[config.mk]
export PLATFORM = sky130hd
export DESIGN_NAME = instr_align_buffer
export DESIGN_NICKNAME = d
export VERILOG_FILES = /design/src/align_pkg.sv /design/src/instr_align_buffer.sv /design/src/align_fetch_ctrl.sv /design/src/align_instr_extract.sv /design/src/align_word_fifo.sv
export SDC_FILE = /design/constraint.sdc
export NUM_CORES = 1
export LEC_CHECK = 0
export BUFFER_PORTS_ARGS = -buffer_cell sky130_fd_sc_hd__clkbuf_2
export CAP_MARGIN = 30
export CORE_MARGIN = 8
export CORE_UTILIZATION = 45
export CTS_BUF_LIST = sky130_fd_sc_hd__clkbuf_4 sky130_fd_sc_hd__clkbuf_8
export CTS_CLUSTER_DIAMETER = 60
export DETAILED_ROUTE_END_ITERATION = 8
export PLACE_DENSITY = 0.75
export SKIP_LAST_GASP = 1
export SLEW_MARGIN = 20
export SYNTH_ARGS = -nofsm -noshare
export SYNTH_HDL_FRONTEND = slang
export SYNTH_SLANG_ARGS = --single-unit
[constraint.sdc]
create_clock -name clk -period 5.99 [get_ports clk]
set_input_delay 1.198 -clock clk [delete_from_list [all_inputs] [get_ports clk]]
set_output_delay 1.198 -clock clk [all_outputs]
set_load 0.03 [all_outputs]
[src/align_pkg.sv]
`default_nettype none

package align_pkg;

  //////////////////////////////////////////////////////////////////////
  // Buffer sizing
  //////////////////////////////////////////////////////////////////////

  // Word entries in the ring buffer
  localparam int unsigned ALBUF_DEPTH = 3;

  // Ring pointers and outstanding counter
  localparam int unsigned ALBUF_PTR_W = $clog2(ALBUF_DEPTH);

  // Up to two instructions per word, so one extra bit
  localparam int unsigned ALBUF_CNT_W = ALBUF_PTR_W + 1;

  // Word requests allowed in flight
  localparam int unsigned MAX_OUTSTANDING = 2;

  //////////////////////////////////////////////////////////////////////
  // Data path
  //////////////////////////////////////////////////////////////////////

  localparam int unsigned XLEN   = 32;
  localparam int unsigned HALF_W = 16;

  // Low bits of a 32-bit (uncompressed) instruction
  localparam logic [1:0] UNCOMP_TAG = 2'b11;

  // Write side alignment of the next incoming word
  typedef enum logic [1:0] {
    // Word starts with an instruction
    WR_ALIGNED,
    // Unaligned branch target, lower halfword is dropped
    WR_BRANCH_HALF,
    // Lower halfword finishes the instruction of the previous word
    WR_SPLIT
  } wr_align_e;

endpackage

`default_nettype wire
[src/instr_align_buffer.sv]
`timescale 1ns/1ps
`default_nettype none

module instr_align_buffer (
  input  logic                       clk,
  input  logic                       rst_n,

  // Controller
  input  logic                       instr_req_i,
  input  logic                       pc_set_i,
  input  logic [align_pkg::XLEN-1:0] branch_addr_i,
  input  logic                       kill_i,

  // Prefetcher
  output logic                       fetch_valid_o,
  input  logic                       fetch_ready_i,
  output logic                       fetch_branch_o,
  output logic [align_pkg::XLEN-1:0] fetch_branch_addr_o,

  // Memory responses, always accepted
  input  logic                       resp_valid_i,
  input  logic [align_pkg::XLEN-1:0] resp_rdata_i,

  // Instruction output
  output logic                       instr_valid_o,
  input  logic                       instr_ready_i,
  output logic [align_pkg::XLEN-1:0] instr_rdata_o,
  output logic [align_pkg::XLEN-1:0] instr_addr_o,

  // Status
  output logic                       prefetch_busy_o,
  output logic                       protocol_err_o
);

  // Response after flush gating
  logic                       resp_accept;

  // Buffer read side
  logic [align_pkg::XLEN-1:0] head_word;
  logic                       head_valid;
  logic [align_pkg::XLEN-1:0] next_word;
  logic                       next_valid;
  logic                       word_pop;

  //////////////////////////////////////////////////////////////////////
  // Request control and counters
  //////////////////////////////////////////////////////////////////////

  align_fetch_ctrl i_fetch_ctrl (
    .clk                 (clk),
    .rst_n               (rst_n),
    .instr_req_i         (instr_req_i),
    .pc_set_i            (pc_set_i),
    .kill_i              (kill_i),
    .branch_addr_i       (branch_addr_i),
    .fetch_valid_o       (fetch_valid_o),
    .fetch_ready_i       (fetch_ready_i),
    .fetch_branch_o      (fetch_branch_o),
    .fetch_branch_addr_o (fetch_branch_addr_o),
    .resp_valid_i        (resp_valid_i),
    .resp_rdata_i        (resp_rdata_i),
    .resp_accept_o       (resp_accept),
    .instr_valid_i       (instr_valid_o),
    .instr_ready_i       (instr_ready_i),
    .prefetch_busy_o     (prefetch_busy_o),
    .protocol_err_o      (protocol_err_o)
  );

  // Word storage
  align_word_fifo i_word_fifo (
    .clk           (clk),
    .rst_n         (rst_n),
    .pc_set_i      (pc_set_i),
    .kill_i        (kill_i),
    .resp_accept_i (resp_accept),
    .resp_rdata_i  (resp_rdata_i),
    .word_pop_i    (word_pop),
    .head_word_o   (head_word),
    .head_valid_o  (head_valid),
    .next_word_o   (next_word),
    .next_valid_o  (next_valid)
  );

  // Halfword realignment and address sequence
  align_instr_extract i_extract (
    .clk           (clk),
    .rst_n         (rst_n),
    .pc_set_i      (pc_set_i),
    .kill_i        (kill_i),
    .branch_addr_i (branch_addr_i),
    .resp_accept_i (resp_accept),
    .resp_rdata_i  (resp_rdata_i),
    .head_word_i   (head_word),
    .head_valid_i  (head_valid),
    .next_word_i   (next_word),
    .next_valid_i  (next_valid),
    .word_pop_o    (word_pop),
    .instr_valid_o (instr_valid_o),
    .instr_ready_i (instr_ready_i),
    .instr_rdata_o (instr_rdata_o),
    .instr_addr_o  (instr_addr_o)
  );

endmodule

`default_nettype wire

[src/align_fetch_ctrl.sv]
`timescale 1ns/1ps
`default_nettype none

module align_fetch_ctrl (
  input  logic                       clk,
  input  logic                       rst_n,

  // Controller
  input  logic                       instr_req_i,
  input  logic                       pc_set_i,
  input  logic                       kill_i,
  input  logic [align_pkg::XLEN-1:0] branch_addr_i,

  // Prefetcher request side
  output logic                       fetch_valid_o,
  input  logic                       fetch_ready_i,
  output logic                       fetch_branch_o,
  output logic [align_pkg::XLEN-1:0] fetch_branch_addr_o,

  // Memory responses
  input  logic                       resp_valid_i,
  input  logic [align_pkg::XLEN-1:0] resp_rdata_i,
  output logic                       resp_accept_o,

  // Instruction handshake, observed for the pop term
  input  logic                       instr_valid_i,
  input  logic                       instr_ready_i,

  // Status
  output logic                       prefetch_busy_o,
  output logic                       protocol_err_o
);

  // Complete instructions held in the buffer
  logic [align_pkg::ALBUF_CNT_W-1:0] instr_cnt_q;
  logic [align_pkg::ALBUF_CNT_W-1:0] instr_cnt_n;
  logic [align_pkg::ALBUF_CNT_W-1:0] instr_cnt_avail;
  logic [align_pkg::ALBUF_CNT_W-1:0] n_incoming;
  logic [align_pkg::ALBUF_CNT_W-1:0] pop_dec;

  // Instruction consumed last cycle
  logic pop_q;

  // Requests in flight and responses still to drop
  logic [align_pkg::ALBUF_PTR_W-1:0] outstanding_q;
  logic [align_pkg::ALBUF_PTR_W-1:0] outstanding_n;
  logic [align_pkg::ALBUF_PTR_W-1:0] flush_q;
  logic [align_pkg::ALBUF_PTR_W-1:0] flush_n;
  logic [align_pkg::ALBUF_PTR_W-1:0] flush_branch;
  logic count_up;
  logic count_down;

  // Write side alignment
  align_pkg::wr_align_e wr_align_q;
  align_pkg::wr_align_e wr_align_n;

  logic lo_is_uncomp;
  logic hi_is_uncomp;

  //////////////////////////////////////////////////////////////////////
  // Fetch request gating
  //////////////////////////////////////////////////////////////////////

  assign pop_dec         = {{(align_pkg::ALBUF_CNT_W-1){1'b0}}, pop_q};
  assign instr_cnt_avail = instr_cnt_q - pop_dec;

  // Keep fetching until one instruction plus one request, or two instructions
  assign fetch_valid_o = instr_req_i &&
                         (outstanding_q < align_pkg::MAX_OUTSTANDING) &&
                         ((instr_cnt_avail == '0) ||
                          ((instr_cnt_avail == 1) && (outstanding_q == '0)) ||
                          pc_set_i);

  assign fetch_branch_o      = pc_set_i;
  assign fetch_branch_addr_o = {branch_addr_i[align_pkg::XLEN-1:1], 1'b0};

  // Drop responses belonging to the old stream
  assign resp_accept_o = resp_valid_i && (flush_q == '0);

  assign prefetch_busy_o = (outstanding_q != '0) || fetch_valid_o;
  // Response with no request to answer
  assign protocol_err_o  = resp_valid_i && (outstanding_q == '0);

  //////////////////////////////////////////////////////////////////////
  // Outstanding and flush counters
  //////////////////////////////////////////////////////////////////////

  assign count_up   = fetch_valid_o && fetch_ready_i;
  assign count_down = resp_valid_i && (outstanding_q != '0);

  always_comb begin
    outstanding_n = outstanding_q;
    case ({count_up, count_down})
      2'b10:   outstanding_n = outstanding_q + 1'b1;
      2'b01:   outstanding_n = outstanding_q - 1'b1;
      default: outstanding_n = outstanding_q;
    endcase
  end

  // A response arriving with the branch is old, so one less to drop
  assign flush_branch = count_down ? outstanding_q - 1'b1 : outstanding_q;

  always_comb begin
    flush_n = flush_q;
    if (pc_set_i) begin
      flush_n = flush_branch;
    end else if (resp_valid_i && (flush_q != '0)) begin
      flush_n = flush_q - 1'b1;
    end
  end

  //////////////////////////////////////////////////////////////////////
  // Instruction count
  //////////////////////////////////////////////////////////////////////

  assign lo_is_uncomp = resp_rdata_i[1:0] == align_pkg::UNCOMP_TAG;
  assign hi_is_uncomp =
    resp_rdata_i[align_pkg::HALF_W+1:align_pkg::HALF_W] == align_pkg::UNCOMP_TAG;

  // Complete instructions carried by each accepted word
  always_comb begin
    wr_align_n = wr_align_q;
    n_incoming = '0;
    if (pc_set_i) begin
      wr_align_n = branch_addr_i[1] ? align_pkg::WR_BRANCH_HALF : align_pkg::WR_ALIGNED;
    end else if (resp_accept_o) begin
      case (wr_align_q)
        align_pkg::WR_ALIGNED: begin
          if (lo_is_uncomp) begin
            n_incoming = 1;
          end else if (hi_is_uncomp) begin
            // Upper half opens a split instruction
            n_incoming = 1;
            wr_align_n = align_pkg::WR_SPLIT;
          end else begin
            n_incoming = 2;
          end
        end
        align_pkg::WR_BRANCH_HALF: begin
          // Lower half is skipped
          if (hi_is_uncomp) begin
            n_incoming = 0;
            wr_align_n = align_pkg::WR_SPLIT;
          end else begin
            n_incoming = 1;
            wr_align_n = align_pkg::WR_ALIGNED;
          end
        end
        default: begin
          // Lower half closes the split one
          if (hi_is_uncomp) begin
            n_incoming = 1;
          end else begin
            n_incoming = 2;
            wr_align_n = align_pkg::WR_ALIGNED;
          end
        end
      endcase
    end
  end

  // Pop is subtracted one cycle late
  always_comb begin
    if (kill_i || pc_set_i) begin
      instr_cnt_n = '0;
    end else begin
      instr_cnt_n = instr_cnt_q + n_incoming - pop_dec;
    end
  end

  always_ff @(posedge clk or negedge rst_n) begin
    if (!rst_n) begin
      instr_cnt_q   <= '0;
      outstanding_q <= '0;
      flush_q       <= '0;
      pop_q         <= 1'b0;
      wr_align_q    <= align_pkg::WR_ALIGNED;
    end else begin
      instr_cnt_q   <= instr_cnt_n;
      outstanding_q <= outstanding_n;
      flush_q       <= flush_n;
      // A transfer in the branch cycle belongs to the cleared count
      pop_q         <= instr_valid_i && instr_ready_i && !pc_set_i;
      wr_align_q    <= wr_align_n;
    end
  end

endmodule

`default_nettype wire

[src/align_instr_extract.sv]
`timescale 1ns/1ps
`default_nettype none

module align_instr_extract (
  input  logic                       clk,
  input  logic                       rst_n,

  // Stream control
  input  logic                       pc_set_i,
  input  logic                       kill_i,
  input  logic [align_pkg::XLEN-1:0] branch_addr_i,

  // Incoming word, used as bypass when the buffer runs short
  input  logic                       resp_accept_i,
  input  logic [align_pkg::XLEN-1:0] resp_rdata_i,

  // Buffered words
  input  logic [align_pkg::XLEN-1:0] head_word_i,
  input  logic                       head_valid_i,
  input  logic [align_pkg::XLEN-1:0] next_word_i,
  input  logic                       next_valid_i,
  output logic                       word_pop_o,

  // Instruction side
  output logic                       instr_valid_o,
  input  logic                       instr_ready_i,
  output logic [align_pkg::XLEN-1:0] instr_rdata_o,
  output logic [align_pkg::XLEN-1:0] instr_addr_o
);

  // Address of the instruction on the output
  logic [align_pkg::XLEN-1:0] addr_q;
  logic [align_pkg::XLEN-1:0] addr_n;
  logic [align_pkg::XLEN-1:0] addr_incr;

  // Word holding the current address, and the halfword-shifted view
  logic [align_pkg::XLEN-1:0] instr_aligned;
  logic [align_pkg::XLEN-1:0] instr_unaligned;
  logic [align_pkg::HALF_W-1:0] upper_src;

  logic word_avail;
  logic pair_avail;
  logic aligned_is_comp;
  logic unaligned_is_comp;
  logic xfer;

  //////////////////////////////////////////////////////////////////////
  // Instruction selection
  //////////////////////////////////////////////////////////////////////

  // Head word, or the incoming word when the buffer is empty
  assign instr_aligned = head_valid_i ? head_word_i : resp_rdata_i;

  // Second halfword comes from the next entry or from the response
  assign upper_src       = next_valid_i ? next_word_i[align_pkg::HALF_W-1:0]
                                        : resp_rdata_i[align_pkg::HALF_W-1:0];
  assign instr_unaligned = {upper_src, instr_aligned[align_pkg::XLEN-1:align_pkg::HALF_W]};

  // Compressed unless the two low bits are all ones
  assign aligned_is_comp   = instr_aligned[1:0] != align_pkg::UNCOMP_TAG;
  assign unaligned_is_comp =
    instr_aligned[align_pkg::HALF_W+1:align_pkg::HALF_W] != align_pkg::UNCOMP_TAG;

  // At least one word present, counting the bypass
  assign word_avail = head_valid_i || resp_accept_i;
  // Two words present for a split 32-bit instruction
  assign pair_avail = next_valid_i || (head_valid_i && resp_accept_i);

  always_comb begin
    instr_valid_o = 1'b0;
    if (kill_i) begin
      instr_valid_o = 1'b0;
    end else if (addr_q[1]) begin
      // Upper halfword start
      instr_valid_o = word_avail && (unaligned_is_comp || pair_avail);
    end else begin
      instr_valid_o = word_avail;
    end
  end

  assign instr_rdata_o = addr_q[1] ? instr_unaligned : instr_aligned;
  assign instr_addr_o  = addr_q;

  //////////////////////////////////////////////////////////////////////
  // Address sequencing
  //////////////////////////////////////////////////////////////////////

  assign xfer      = instr_valid_o && instr_ready_i;
  assign addr_incr = {addr_q[align_pkg::XLEN-1:2], 2'b00} + 32'd4;

  // Head word is done once its upper halfword has been used
  assign word_pop_o = xfer && (addr_q[1] || !aligned_is_comp);

  always_comb begin
    addr_n = addr_q;
    if (addr_q[1]) begin
      // Compressed ends the word, otherwise we stop mid next word
      if (unaligned_is_comp) begin
        addr_n = {addr_incr[align_pkg::XLEN-1:2], 2'b00};
      end else begin
        addr_n = {addr_incr[align_pkg::XLEN-1:2], 2'b10};
      end
    end else begin
      if (aligned_is_comp) begin
        addr_n = {addr_q[align_pkg::XLEN-1:2], 2'b10};
      end else begin
        addr_n = addr_incr;
      end
    end
  end

  always_ff @(posedge clk or negedge rst_n) begin
    if (!rst_n) begin
      addr_q <= '0;
    end else if (pc_set_i) begin
      // First instruction of the new stream sits at the target
      addr_q <= {branch_addr_i[align_pkg::XLEN-1:1], 1'b0};
    end else if (xfer) begin
      addr_q <= addr_n;
    end
  end

endmodule

`default_nettype wire

[src/align_word_fifo.sv]
`timescale 1ns/1ps
`default_nettype none

module align_word_fifo (
  input  logic                       clk,
  input  logic                       rst_n,

  // Stream control
  input  logic                       pc_set_i,
  input  logic                       kill_i,

  // Write side, one word per accepted response
  input  logic                       resp_accept_i,
  input  logic [align_pkg::XLEN-1:0] resp_rdata_i,

  // Read side
  input  logic                       word_pop_i,
  output logic [align_pkg::XLEN-1:0] head_word_o,
  output logic                       head_valid_o,
  output logic [align_pkg::XLEN-1:0] next_word_o,
  output logic                       next_valid_o
);

  // Word storage, payload only
  logic [align_pkg::XLEN-1:0]        mem_q [align_pkg::ALBUF_DEPTH];

  // One valid bit per entry
  logic [align_pkg::ALBUF_DEPTH-1:0] valid_q;
  logic [align_pkg::ALBUF_DEPTH-1:0] valid_n;

  // Ring pointers and their wrapped successors
  logic [align_pkg::ALBUF_PTR_W-1:0] wptr_q;
  logic [align_pkg::ALBUF_PTR_W-1:0] rptr_q;
  logic [align_pkg::ALBUF_PTR_W-1:0] wptr_inc;
  logic [align_pkg::ALBUF_PTR_W-1:0] rptr_inc;

  //////////////////////////////////////////////////////////////////////
  // Pointer arithmetic
  //////////////////////////////////////////////////////////////////////

  // Wrap to entry zero after the last entry
  assign wptr_inc = (wptr_q == align_pkg::ALBUF_DEPTH - 1) ? '0 : wptr_q + 1'b1;
  assign rptr_inc = (rptr_q == align_pkg::ALBUF_DEPTH - 1) ? '0 : rptr_q + 1'b1;

  // Head is the oldest word, next is the one after it
  assign head_word_o  = mem_q[rptr_q];
  assign head_valid_o = valid_q[rptr_q];
  assign next_word_o  = mem_q[rptr_inc];
  assign next_valid_o = valid_q[rptr_inc];

  //////////////////////////////////////////////////////////////////////
  // Valid bits
  //////////////////////////////////////////////////////////////////////

  always_comb begin
    valid_n = valid_q;
    // New word lands at the write pointer
    if (resp_accept_i) begin
      valid_n[wptr_q] = 1'b1;
    end
    // Pop wins when the word is consumed straight from the bypass
    if (word_pop_i) begin
      valid_n[rptr_q] = 1'b0;
    end
    // Old stream is discarded, also blocks the write
    if (kill_i || pc_set_i) begin
      valid_n = '0;
    end
  end

  always_ff @(posedge clk or negedge rst_n) begin
    if (!rst_n) begin
      valid_q <= '0;
      wptr_q  <= '0;
      rptr_q  <= '0;
    end else begin
      valid_q <= valid_n;
      // Empty buffer restarts at entry zero
      if (pc_set_i || kill_i) begin
        wptr_q <= '0;
        rptr_q <= '0;
      end else begin
        if (resp_accept_i) begin
          wptr_q <= wptr_inc;
        end
        if (word_pop_i) begin
          rptr_q <= rptr_inc;
        end
      end
    end
  end

  // Word payload
  always_ff @(posedge clk) begin
    if (resp_accept_i && !kill_i) begin
      mem_q[wptr_q] <= resp_rdata_i;
    end
  end

endmodule

`default_nettype wire

# Yosys cells after proc, flatten, opt, wreduce, memory -nomap -nowiden
# Memories as Yosys holds them, arrays and structs flattened.
# Cells that the tools add are included.
[totals] ram_bits=96 in_bits=72 mem_count=1 ff_bits=49 out_inout_bits=101 word_cells=132
[op_classes] n_reduce_logical=41 add_sub_neg=9 bitwise_logic=3 muxes=48 n_lt_le_gt_ge=6 n_eq_ne=14
[mem_list] name="i_word_fifo.mem_q" depth=3 width=32 rd=2 rd_ports_with_merged_regs=0 write_ports=1 line_no="align_word_fifo.sv:25" text="logic [align_pkg::XLEN-1:0] mem_q [align_pkg::ALBUF_DEPTH];"
[op_table] operator="$mux 32" count=6
[op_table] operator="$mux 2" count=17
[op_table] operator="$add 32x3->32 const B" count=1
[op_table] operator="$mux 3" count=7
[op_table] operator="$logic_and 1x1->1" count=16
[op_table] operator="$mux 16" count=1
[op_table] operator="$reduce_bool 2->1" count=8
[op_table] operator="$eq 2x2->1 const B" count=5
[op_table] operator="$mux 1" count=10
[op_table] operator="$lt 2x3->1 const B" count=3
[op_table] operator="$logic_or 1x1->1" count=8
[op_table] operator="$pmux 2 s2" count=2
[op_table] operator="$add 2x1->2 const B" count=3
[op_table] operator="$logic_not 2->1" count=3
[op_table] operator="$ne 3x2->1 const B" count=2
[op_table] operator="$pmux 3 s2" count=1
[op_table] operator="$sub 3x1->3" count=2
[op_table] operator="$bmux 1 s2" count=2
[op_table] operator="$demux 1 s2" count=2
[op_table] operator="$eq 2x1->1 const B" count=2
[op_table] operator="$ge 2x1->1 const B" count=2
[op_table] operator="$ne 2x2->1 const B" count=2
[op_table] operator="$ne 4x4->1 const B" count=1
[op_table] operator="$reduce_and 4->1" count=1
[op_table] operator="11 further kinds" count=14

# Longest topological paths before layout
# Gate-level depths: netlist of the first run.
[logic_depth] depth_word=13 depth_mapped=11 ltp_nobuf=11

# Hierarchy
# From an unflattened synthesis of the first run, not the netlist that was laid out.
[hier_totals] cells_unflattened=776 area_unflattened_um2=8395.6
[modules_own_cells] mod="align_word_fifo" area_each_um2=4631.9 seq_area_each_um2=3057.9 cells_per_inst=347 instances=1
[modules_own_cells] mod="align_instr_extract" area_each_um2=2826.5 seq_area_each_um2=775.7 cells_per_inst=321 instances=1
[modules_own_cells] mod="align_fetch_ctrl" area_each_um2=937.1 seq_area_each_um2=250.2 cells_per_inst=108 instances=1

# Worst setup path after synthesis of the first run
# OpenSTA, ideal clock, no wires.
[synth_timing] path_kind="in2reg" startpoint="in resp_valid_i" endpoint="mem i_word_fifo.mem_q[0][0] (netlist bit) (enable)" required_ps=5485 path_buffers=0 path_slack_ps=953 setup_ps=505 arrival_time_ps=4533 cell_stages=2 cell_sequence="nand2_1 nor4_1"
[synth_via] elab_chain_len=4
[synth_rtl] element="from (decl)" line_no="instr_align_buffer.sv:21" text="input logic resp_valid_i,"
[synth_rtl] element="$logic_and 1x1->1" line_no="align_fetch_ctrl.sv:78" text="assign resp_accept_o = resp_valid_i && (flush_q == '0);"
[synth_rtl] element="$logic_and 1x1->1" line_no="align_word_fifo.sv:95" text="if (resp_accept_i && !kill_i) begin"
[synth_rtl] element="$mux 1" line_no="align_word_fifo.sv:95"
[synth_rtl] element="$mux 1 (implied by the code)" line_no="align_word_fifo.sv:96" text="mem_q[wptr_q] <= resp_rdata_i;"
[synth_rtl] element="to (decl)" line_no="align_word_fifo.sv:25"
# No other way between the ends.

# Worst setup path after layout of the first run
[layout_timing] startpoint="reg i_word_fifo.rptr_q[0] (netlist bit)" endpoint="out instr_valid_o"
[layout_via] elab_chain_len=9 elab_cells_between_ends=17 cone_classes="add/sub: 1; eq/ne: 2; mux: 8; reduce/logical: 5; memory: 1"
[layout_rtl] element="from (decl)" line_no="align_word_fifo.sv:33" text="logic [align_pkg::ALBUF_PTR_W-1:0] rptr_q;"
[layout_rtl] element="from (signal assigned)" line_no="align_word_fifo.sv:87" text="rptr_q <= rptr_inc;"
[layout_rtl] element="$add 2x1->2 or $eq 2x2->1 (tied branches)" line_no="align_word_fifo.sv:43" text="assign rptr_inc = (rptr_q == align_pkg::ALBUF_DEPTH - 1) ? '0 : rptr_q + 1'b1;"
[layout_rtl] element="$mux 2" line_no="align_word_fifo.sv:43"
[layout_rtl] element="$bmux 1 s2" line_no="align_word_fifo.sv:49" text="assign next_valid_o = valid_q[rptr_inc];"
[layout_rtl] element="$mux 1 (implied by the code)" line_no="align_word_fifo.sv:49"
[layout_rtl] element="$logic_or 1x1->1" line_no="align_instr_extract.sv:67" text="assign pair_avail = next_valid_i || (head_valid_i && resp_accept_i);"
[layout_rtl] element="$logic_or 1x1->1" line_no="align_instr_extract.sv:75" text="instr_valid_o = word_avail && (unaligned_is_comp || pair_avail);"
[layout_rtl] element="$logic_and 1x1->1" line_no="align_instr_extract.sv:75"
[layout_rtl] element="$mux 1 (*)" line_no="align_instr_extract.sv:73" text="end else if (addr_q[1]) begin"
[layout_rtl] element="$mux 1 (*)" line_no="align_instr_extract.sv:71" text="if (kill_i) begin"
[layout_rtl] element="to (decl)" line_no="instr_align_buffer.sv:25" text="output logic instr_valid_o,"
# Mark *: on every way between the ends. The rest lies on a longest branch, timed or not. The select of a mux whose other input is x is not followed.

==> results of run 1 <==
state kept, by name, indices dropped and copies added (netlist names):
name and flops:
i_word_fifo.mem_q 96, i_extract.instr_addr_o 31, i_fetch_ctrl.instr_cnt_q 3, i_word_fifo.valid_q 3, i_fetch_ctrl.flush_q 2, i_fetch_ctrl.outstanding_q 2
i_fetch_ctrl.wr_align_q 2, i_word_fifo.rptr_q 2, i_word_fifo.wptr_q 2, i_fetch_ctrl.pop_q 1
cells in the mapped netlist (all sizes together) (2+ instances only):
library cell,n
edfxtp,96
mux2,3
buf,49
inv,17
a21oi,102
ha,9
nand2,41
nand4,9
or4,6
or3,8
nand3,21
o31ai,8
a21o,2
nor3,10
and3,4
clkbuf,31
a31oi,18
a2111oi,6
nor2,129
and2,10
o21ai,32
dfrtp,48
mux2i,66
nor4,5
a211oi,18
nor2b,2
o211ai,3
nand2b,6
xnor2,10
nand3b,2
o21a,5
nor3b,4
layout make-up:
type,instances,area (um^2)
Clock buffer,17,234
Multi-Input combinational cell,556,3440
Inverter,18,67.6
Timing Repair Buffer,179,941
Tap cell,229,287
Sequential cell,144,4090
Fill cell,1576,8530
Clock inverter,15,124
per-layer routing:
layer  vias to the layer above  global-route usage (%)  wire length, um
li1                       3134                       -                -
met1                      3040                    21.9             8480
met2                       152                    29.9             9880
met3                        18                    3.99             1030
met4                         2                    5.40              219
met5                         -                       0               10
worst max-delay path by stage:
stage / startpoint / endpoint / cells after the start
after global routing: i_word_fifo.rptr_q[0]$_DFFE_PN0P_ / instr_valid_o / 7
after global placement: i_word_fifo.rptr_q[1]$_DFFE_PN0P_ / instr_rdata_o[5] / 6
final: i_word_fifo.rptr_q[0]$_DFFE_PN0P_ / instr_valid_o / 7
after CTS: i_word_fifo.rptr_q[1]$_DFFE_PN0P_ / instr_rdata_o[5] / 6
after detailed placement: i_word_fifo.rptr_q[1]$_DFFE_PN0P_ / instr_rdata_o[5] / 6
after floorplan: resp_valid_i / i_word_fifo.mem_q[0][0]$_DFFE_PP_ / 2
cell usage in the layout (no fill, tap or decap), types with 10 or more instances in the layout:
cell type  netlist  final
nor3_1          10     10
clkbuf_8         0     17
edfxtp_1        96     96
a21oi_1        102    102
a211oi_1        17     17
nand3_1         21     21
nand2_1         41     41
nor2_1         129    128
inv_1           17     17
o21ai_0         27     27
a31oi_1         18     18
dfrtp_1         48     45
xnor2_1         10     10
mux2i_1         63     63
clkbuf_2         0    169
power breakdown:
group | switching (mW) | internal (mW) | total (mW)
clock | 0.408 | 0.299 | 0.707
combinational | 0.454 | 0.214 | 0.668
sequential | 0.0534 | 1.13 | 1.18
total | 0.915 | 1.64 | 2.56
metrics by stage:
stage	std cells	hold slack (ns)	setup WS [ns]
after CTS	1157	0.513	1.29
final	1158	0.508	1.44
after detailed placement	1125	0.497	1.80
after global routing	1158	0.533	1.22
after floorplan	798	0.468	0.953
after global placement	1125	0.491	1.84
kinds of logic after synthesis:
group	synth area share [%]
and+or+nand+nor	14.5
DFF	50.9
adders and majority gates	1.65
AOI/OAI and AO/OA	16.3
xor gates and xnor gates	1.20
muxes	8.95
buffers and inverters	6.47
other	0.0467
==> flow_summary.toml, run 1 <==
[worst_setup_path]
rrSetupSlack_ns = 2.76
cp_max_fo = 47
worst-setup-path-type = "register to output pin"
critPathRequiredTime_ns = 4.79
path_buf_inv = 2
path_cells = "buf_4 > mux2_1 > mux2i_4 > and2_1 > and2_1 > a211oi_1 > clkbuf_2"
cp_slowest_stage_delay_ns = 0.66
endpoint_kind = "output pin"
reg2reg_to = "i_extract.instr_addr_o[3]$_DFFE_PN0P_"
critPathLaunchType = "register"
cp.arrival_ns = 3.35
critical-path-top-delay-family = "buffers and inverters"
crit_path_frequent_cell = "and2_1"
cp_slowest_cell = "buf_4"
r2r_cells = 7
rr_startpoint = "i_word_fifo.rptr_q[0]$_DFFE_PN0P_"

[outcome]
status = "finished clean"

[clock_network]
clk_pin_slew_ns = 0.09
htree_levels = 4
cts-resized-gates = 0
cts_tree = "yes"
cts.sinks = 144
cts_hold_buffers = 0
clk_path_buf_depth = 2
clk_latency_ns = 0.45
cts_buffers = 17
cts_setup_buffers = 0
clockRootBuffer = "clkbuf_8"

[global_routing]
grt_pass1_vias = 6156
grt_max_degree = 106
gr-total-overflow = 0
grt_pass1_wl_um = 31200
antenna_found_initial = 1
grt_use_total_pct = 17.6

[die]
rows = 49
start_util_pct = 45.3
die_x_um = 150
fp.dieH_um = 150
io_pins = 173
core_area_um2 = 17700
die_area_um2 = 22400

[sta]
setup_viol = 0
min_period_ns = 4.55
fmax_mhz = 220
finClkSkew_ns = 0.00937
finalHoldViolations = 0
rsz0062_at_grt = "false"
min_period_over_period_pct = 75.9
tns_ns = 0
relSlewSlack_pct = 38.1
worst_pin_slew_ns = 0.926
maxSlewViolCount = 0

[finish]
finalNetCount = 998
post-route-util_pct = 51.8
drive_gt1_share_pct = 25.2
post-route-cell-area_um2 = 9180
diodes = 0
area_growth_syn_to_layout_pct = 14.5

[route]
vias = 6346
firstDrtPassIters = 5
drtAntennaViolNets = 0
wl_um = 19600
avgRoutedWirePerCell_um = 16.9
drt_iter0_markers = 489
post-route-drc-count = 0
viasPerCell = 5.48

[placement]
gp_congestion = 0.792
placed_area_um2 = 8800
place_hpwl_um = 13600
port_buffers = 169

[synthesis]
synth-seq-cells = 144
yosys_warnings = 0
ys_seq_area_share_pct = 50.9
syn_inst = 797
synth_flop_cell = "edfxtp_1"
synth_top_area_cell = "edfxtp_1"
synthesis.area_um2 = 8020
synthTopCellsByArea = "edfxtp_1 (36%), dfrtp_1 (15%), mux2i_1 (7.9%)"
synth_edf_count = 96
ys_types = 65
async_reset_ff_share_pct = 33.3
syn_area_per_cell_um2 = 10.1
synth.top_cell.area_share_pct = 35.9

[hold_path]
hold_end = "i_fetch_ctrl.outstanding_q[0]$_DFFE_PN0P_"
min_from = "i_fetch_ctrl.outstanding_q[0]$_DFFE_PN0P_"
holdPathStages = 1
worstHoldPathType = "register to register"

[power_and_ir_drop]
leakagePower_nw = 3.52
ir_drop_mv = 0.133
totalPowerFinal_mw = 2.56
power.density_nw_per_um2 = 279

[flow_run]
drv_cap = 0
Note: power is estimated with default switching activity, not from simulation.
==> inputs of run 2 (changes only) <==
Settings changed: PLACE_DENSITY 0.75 to 0.78.
Clock period 5.99 ns to 4 ns, I/O delays scaled along.
==> run 2 against run 1 <==
Register-to-register slack worse by 1.8 ns. Total power grew 56%. Sequential cell count did not move. Die area is the same. First-iteration DRC count fell by 7.4%. Count of clock-buffer cells in the layout did not move. Via count up 1.3%. Critical path type unchanged. Largest cell class unchanged.
==> flow_summary.toml, run 2 (same netlist as run 1, synthesis figures left out) <==
[route]
drtAntennaViolNets = 0
firstDrtPassIters = 5
viasPerCell = 5.53
avgRoutedWirePerCell_um = 17.0
wl_um = 19800
drt_iter0_markers = 453
post-route-drc-count = 0
vias = 6429

[clock_network]
cts_tree = "yes"
clockRootBuffer = "clkbuf_8"
cts_setup_buffers = 0
clk_path_buf_depth = 2
cts_buffers = 17
cts-resized-gates = 0
htree_levels = 4
cts_hold_buffers = 0
clk_pin_slew_ns = 0.09
cts.sinks = 144
clk_latency_ns = 0.45

[sta]
tns_ns = 0
maxSlewViolCount = 0
worst_pin_slew_ns = 0.875
finalHoldViolations = 0
setup_viol = 0
finClkSkew_ns = 0.00953
relSlewSlack_pct = 41.6
rsz0062_at_grt = "false"
min_period_ns = 3.69
min_period_over_period_pct = 92.3
fmax_mhz = 271
hold_slack_ns = 0.190

[worst_setup_path]
critPathRequiredTime_ns = 3.20
endpoint_kind = "output pin"
worst-setup-path-type = "register to output pin"
cp_max_fo = 44
cp.arrival_ns = 2.89
critPathLaunchType = "register"

[global_routing]
grt_pass1_vias = 6202
gr-total-overflow = 0
grt_use_total_pct = 17.9
antenna_found_initial = 1
grt_max_degree = 75
grt_pass1_wl_um = 31800

[die]
core_area_um2 = 17700
fp.dieH_um = 150
rows = 49
start_util_pct = 45.3
die_area_um2 = 22400
die_x_um = 150
io_pins = 173

[finish]
area_growth_syn_to_layout_pct = 15.8
layout_common_cells = "clkbuf_2 (169), nor2_1 (128), a21oi_1 (102)"
final_common_cell = "clkbuf_2"
largest_register_ffs = 96
finalNetCount = 1002
drive_gt1_share_pct = 25.6
top_register = "i_word_fifo.mem_q"

[power_and_ir_drop]
ir_drop_mv = 0.199
leakagePower_nw = 3.57
totalPowerFinal_mw = 4.00
power.density_nw_per_um2 = 431

[placement]
place_hpwl_um = 13900
port_buffers = 169
gp_congestion = 0.790

[flow_run]
drv_cap = 0

[hold_path]
worstHoldPathType = "input pin to asynchronous set/reset pin"

[outcome]
status = "finished clean"
run 2: worst paths after layout:
kind                            cells after the start                                        end  slack, ns                                      start
worst max-delay path                                8                           instr_rdata_o[8]       0.31          i_word_fifo.rptr_q[0]$_DFFE_PN0P_
worst min-delay path                                1        i_fetch_ctrl.flush_q[0]$_DFFE_PN0P_       0.19                                      rst_n
worst max register to register                      6     i_extract.instr_addr_o[28]$_DFFE_PN0P_       1.00          i_word_fifo.rptr_q[0]$_DFFE_PN0P_
worst min register to register                      1  i_fetch_ctrl.outstanding_q[0]$_DFFE_PN0P_       0.52  i_fetch_ctrl.outstanding_q[0]$_DFFE_PN0P_
max in group asynchronous                           2      i_extract.instr_addr_o[9]$_DFFE_PN0P_       3.32                                      rst_n
min in group clk                                    1  i_fetch_ctrl.outstanding_q[0]$_DFFE_PN0P_       0.52  i_fetch_ctrl.outstanding_q[0]$_DFFE_PN0P_
run 2: cell type report:
type | count | area (um^2)
fillers | 1537 | 8430
flip-flops and latches | 144 | 4090
multi-input cells | 556 | 3450
repair buffers | 183 | 976
well taps | 229 | 287
clock buffers | 17 | 234
clock inverters | 15 | 186
inverters | 18 | 67.6
diodes | 1 | 2.50
run 2: routing by layer:
metal	part of all wire [%]	up-vias	GRT usage (%)	routed length (um)
li1	-	3144	-	-
met1	42	3057	21.6	8300
met2	49	181	29.8	9750
met3	5.6	45	4.35	1100
met4	3.1	2	8.08	606
met5	0.081	-	0	16
run 2: through the flow:
stage	area, um^2	setup slack [ns]	util, %	cells
after detailed placement	8850	0.696	49.9	1129
final	9290	0.307	52.4	1163
after global routing	9290	0.125	52.4	1162
after floorplan	8030	0.736	-	798
after global placement	8850	0.719	49.9	1129
after CTS	9270	0.297	52.3	1161
run 2: power by group:
| part | total (mW) | switching, mW | internal, mW | leakage, nW |
|---|---|---|---|---|
| Sequential | 1.78 | 0.0826 | 1.69 | 1.44 |
| Clock | 1.21 | 0.627 | 0.586 | 0.209 |
| Combinational | 1.01 | 0.683 | 0.328 | 1.92 |
| Total | 4.00 | 1.39 | 2.61 | 3.57 |
run 2: critical path, stage by stage (launching register included):
cell and delay (ns):
dfrtp_2 0.53, buf_4 0.66, mux2i_1 0.26, nor2_1 0.06, a21oi_1 0.14, nor2_1 0.06, a21oi_1 0.31, a21oi_1 0.15
clkbuf_2 0.22
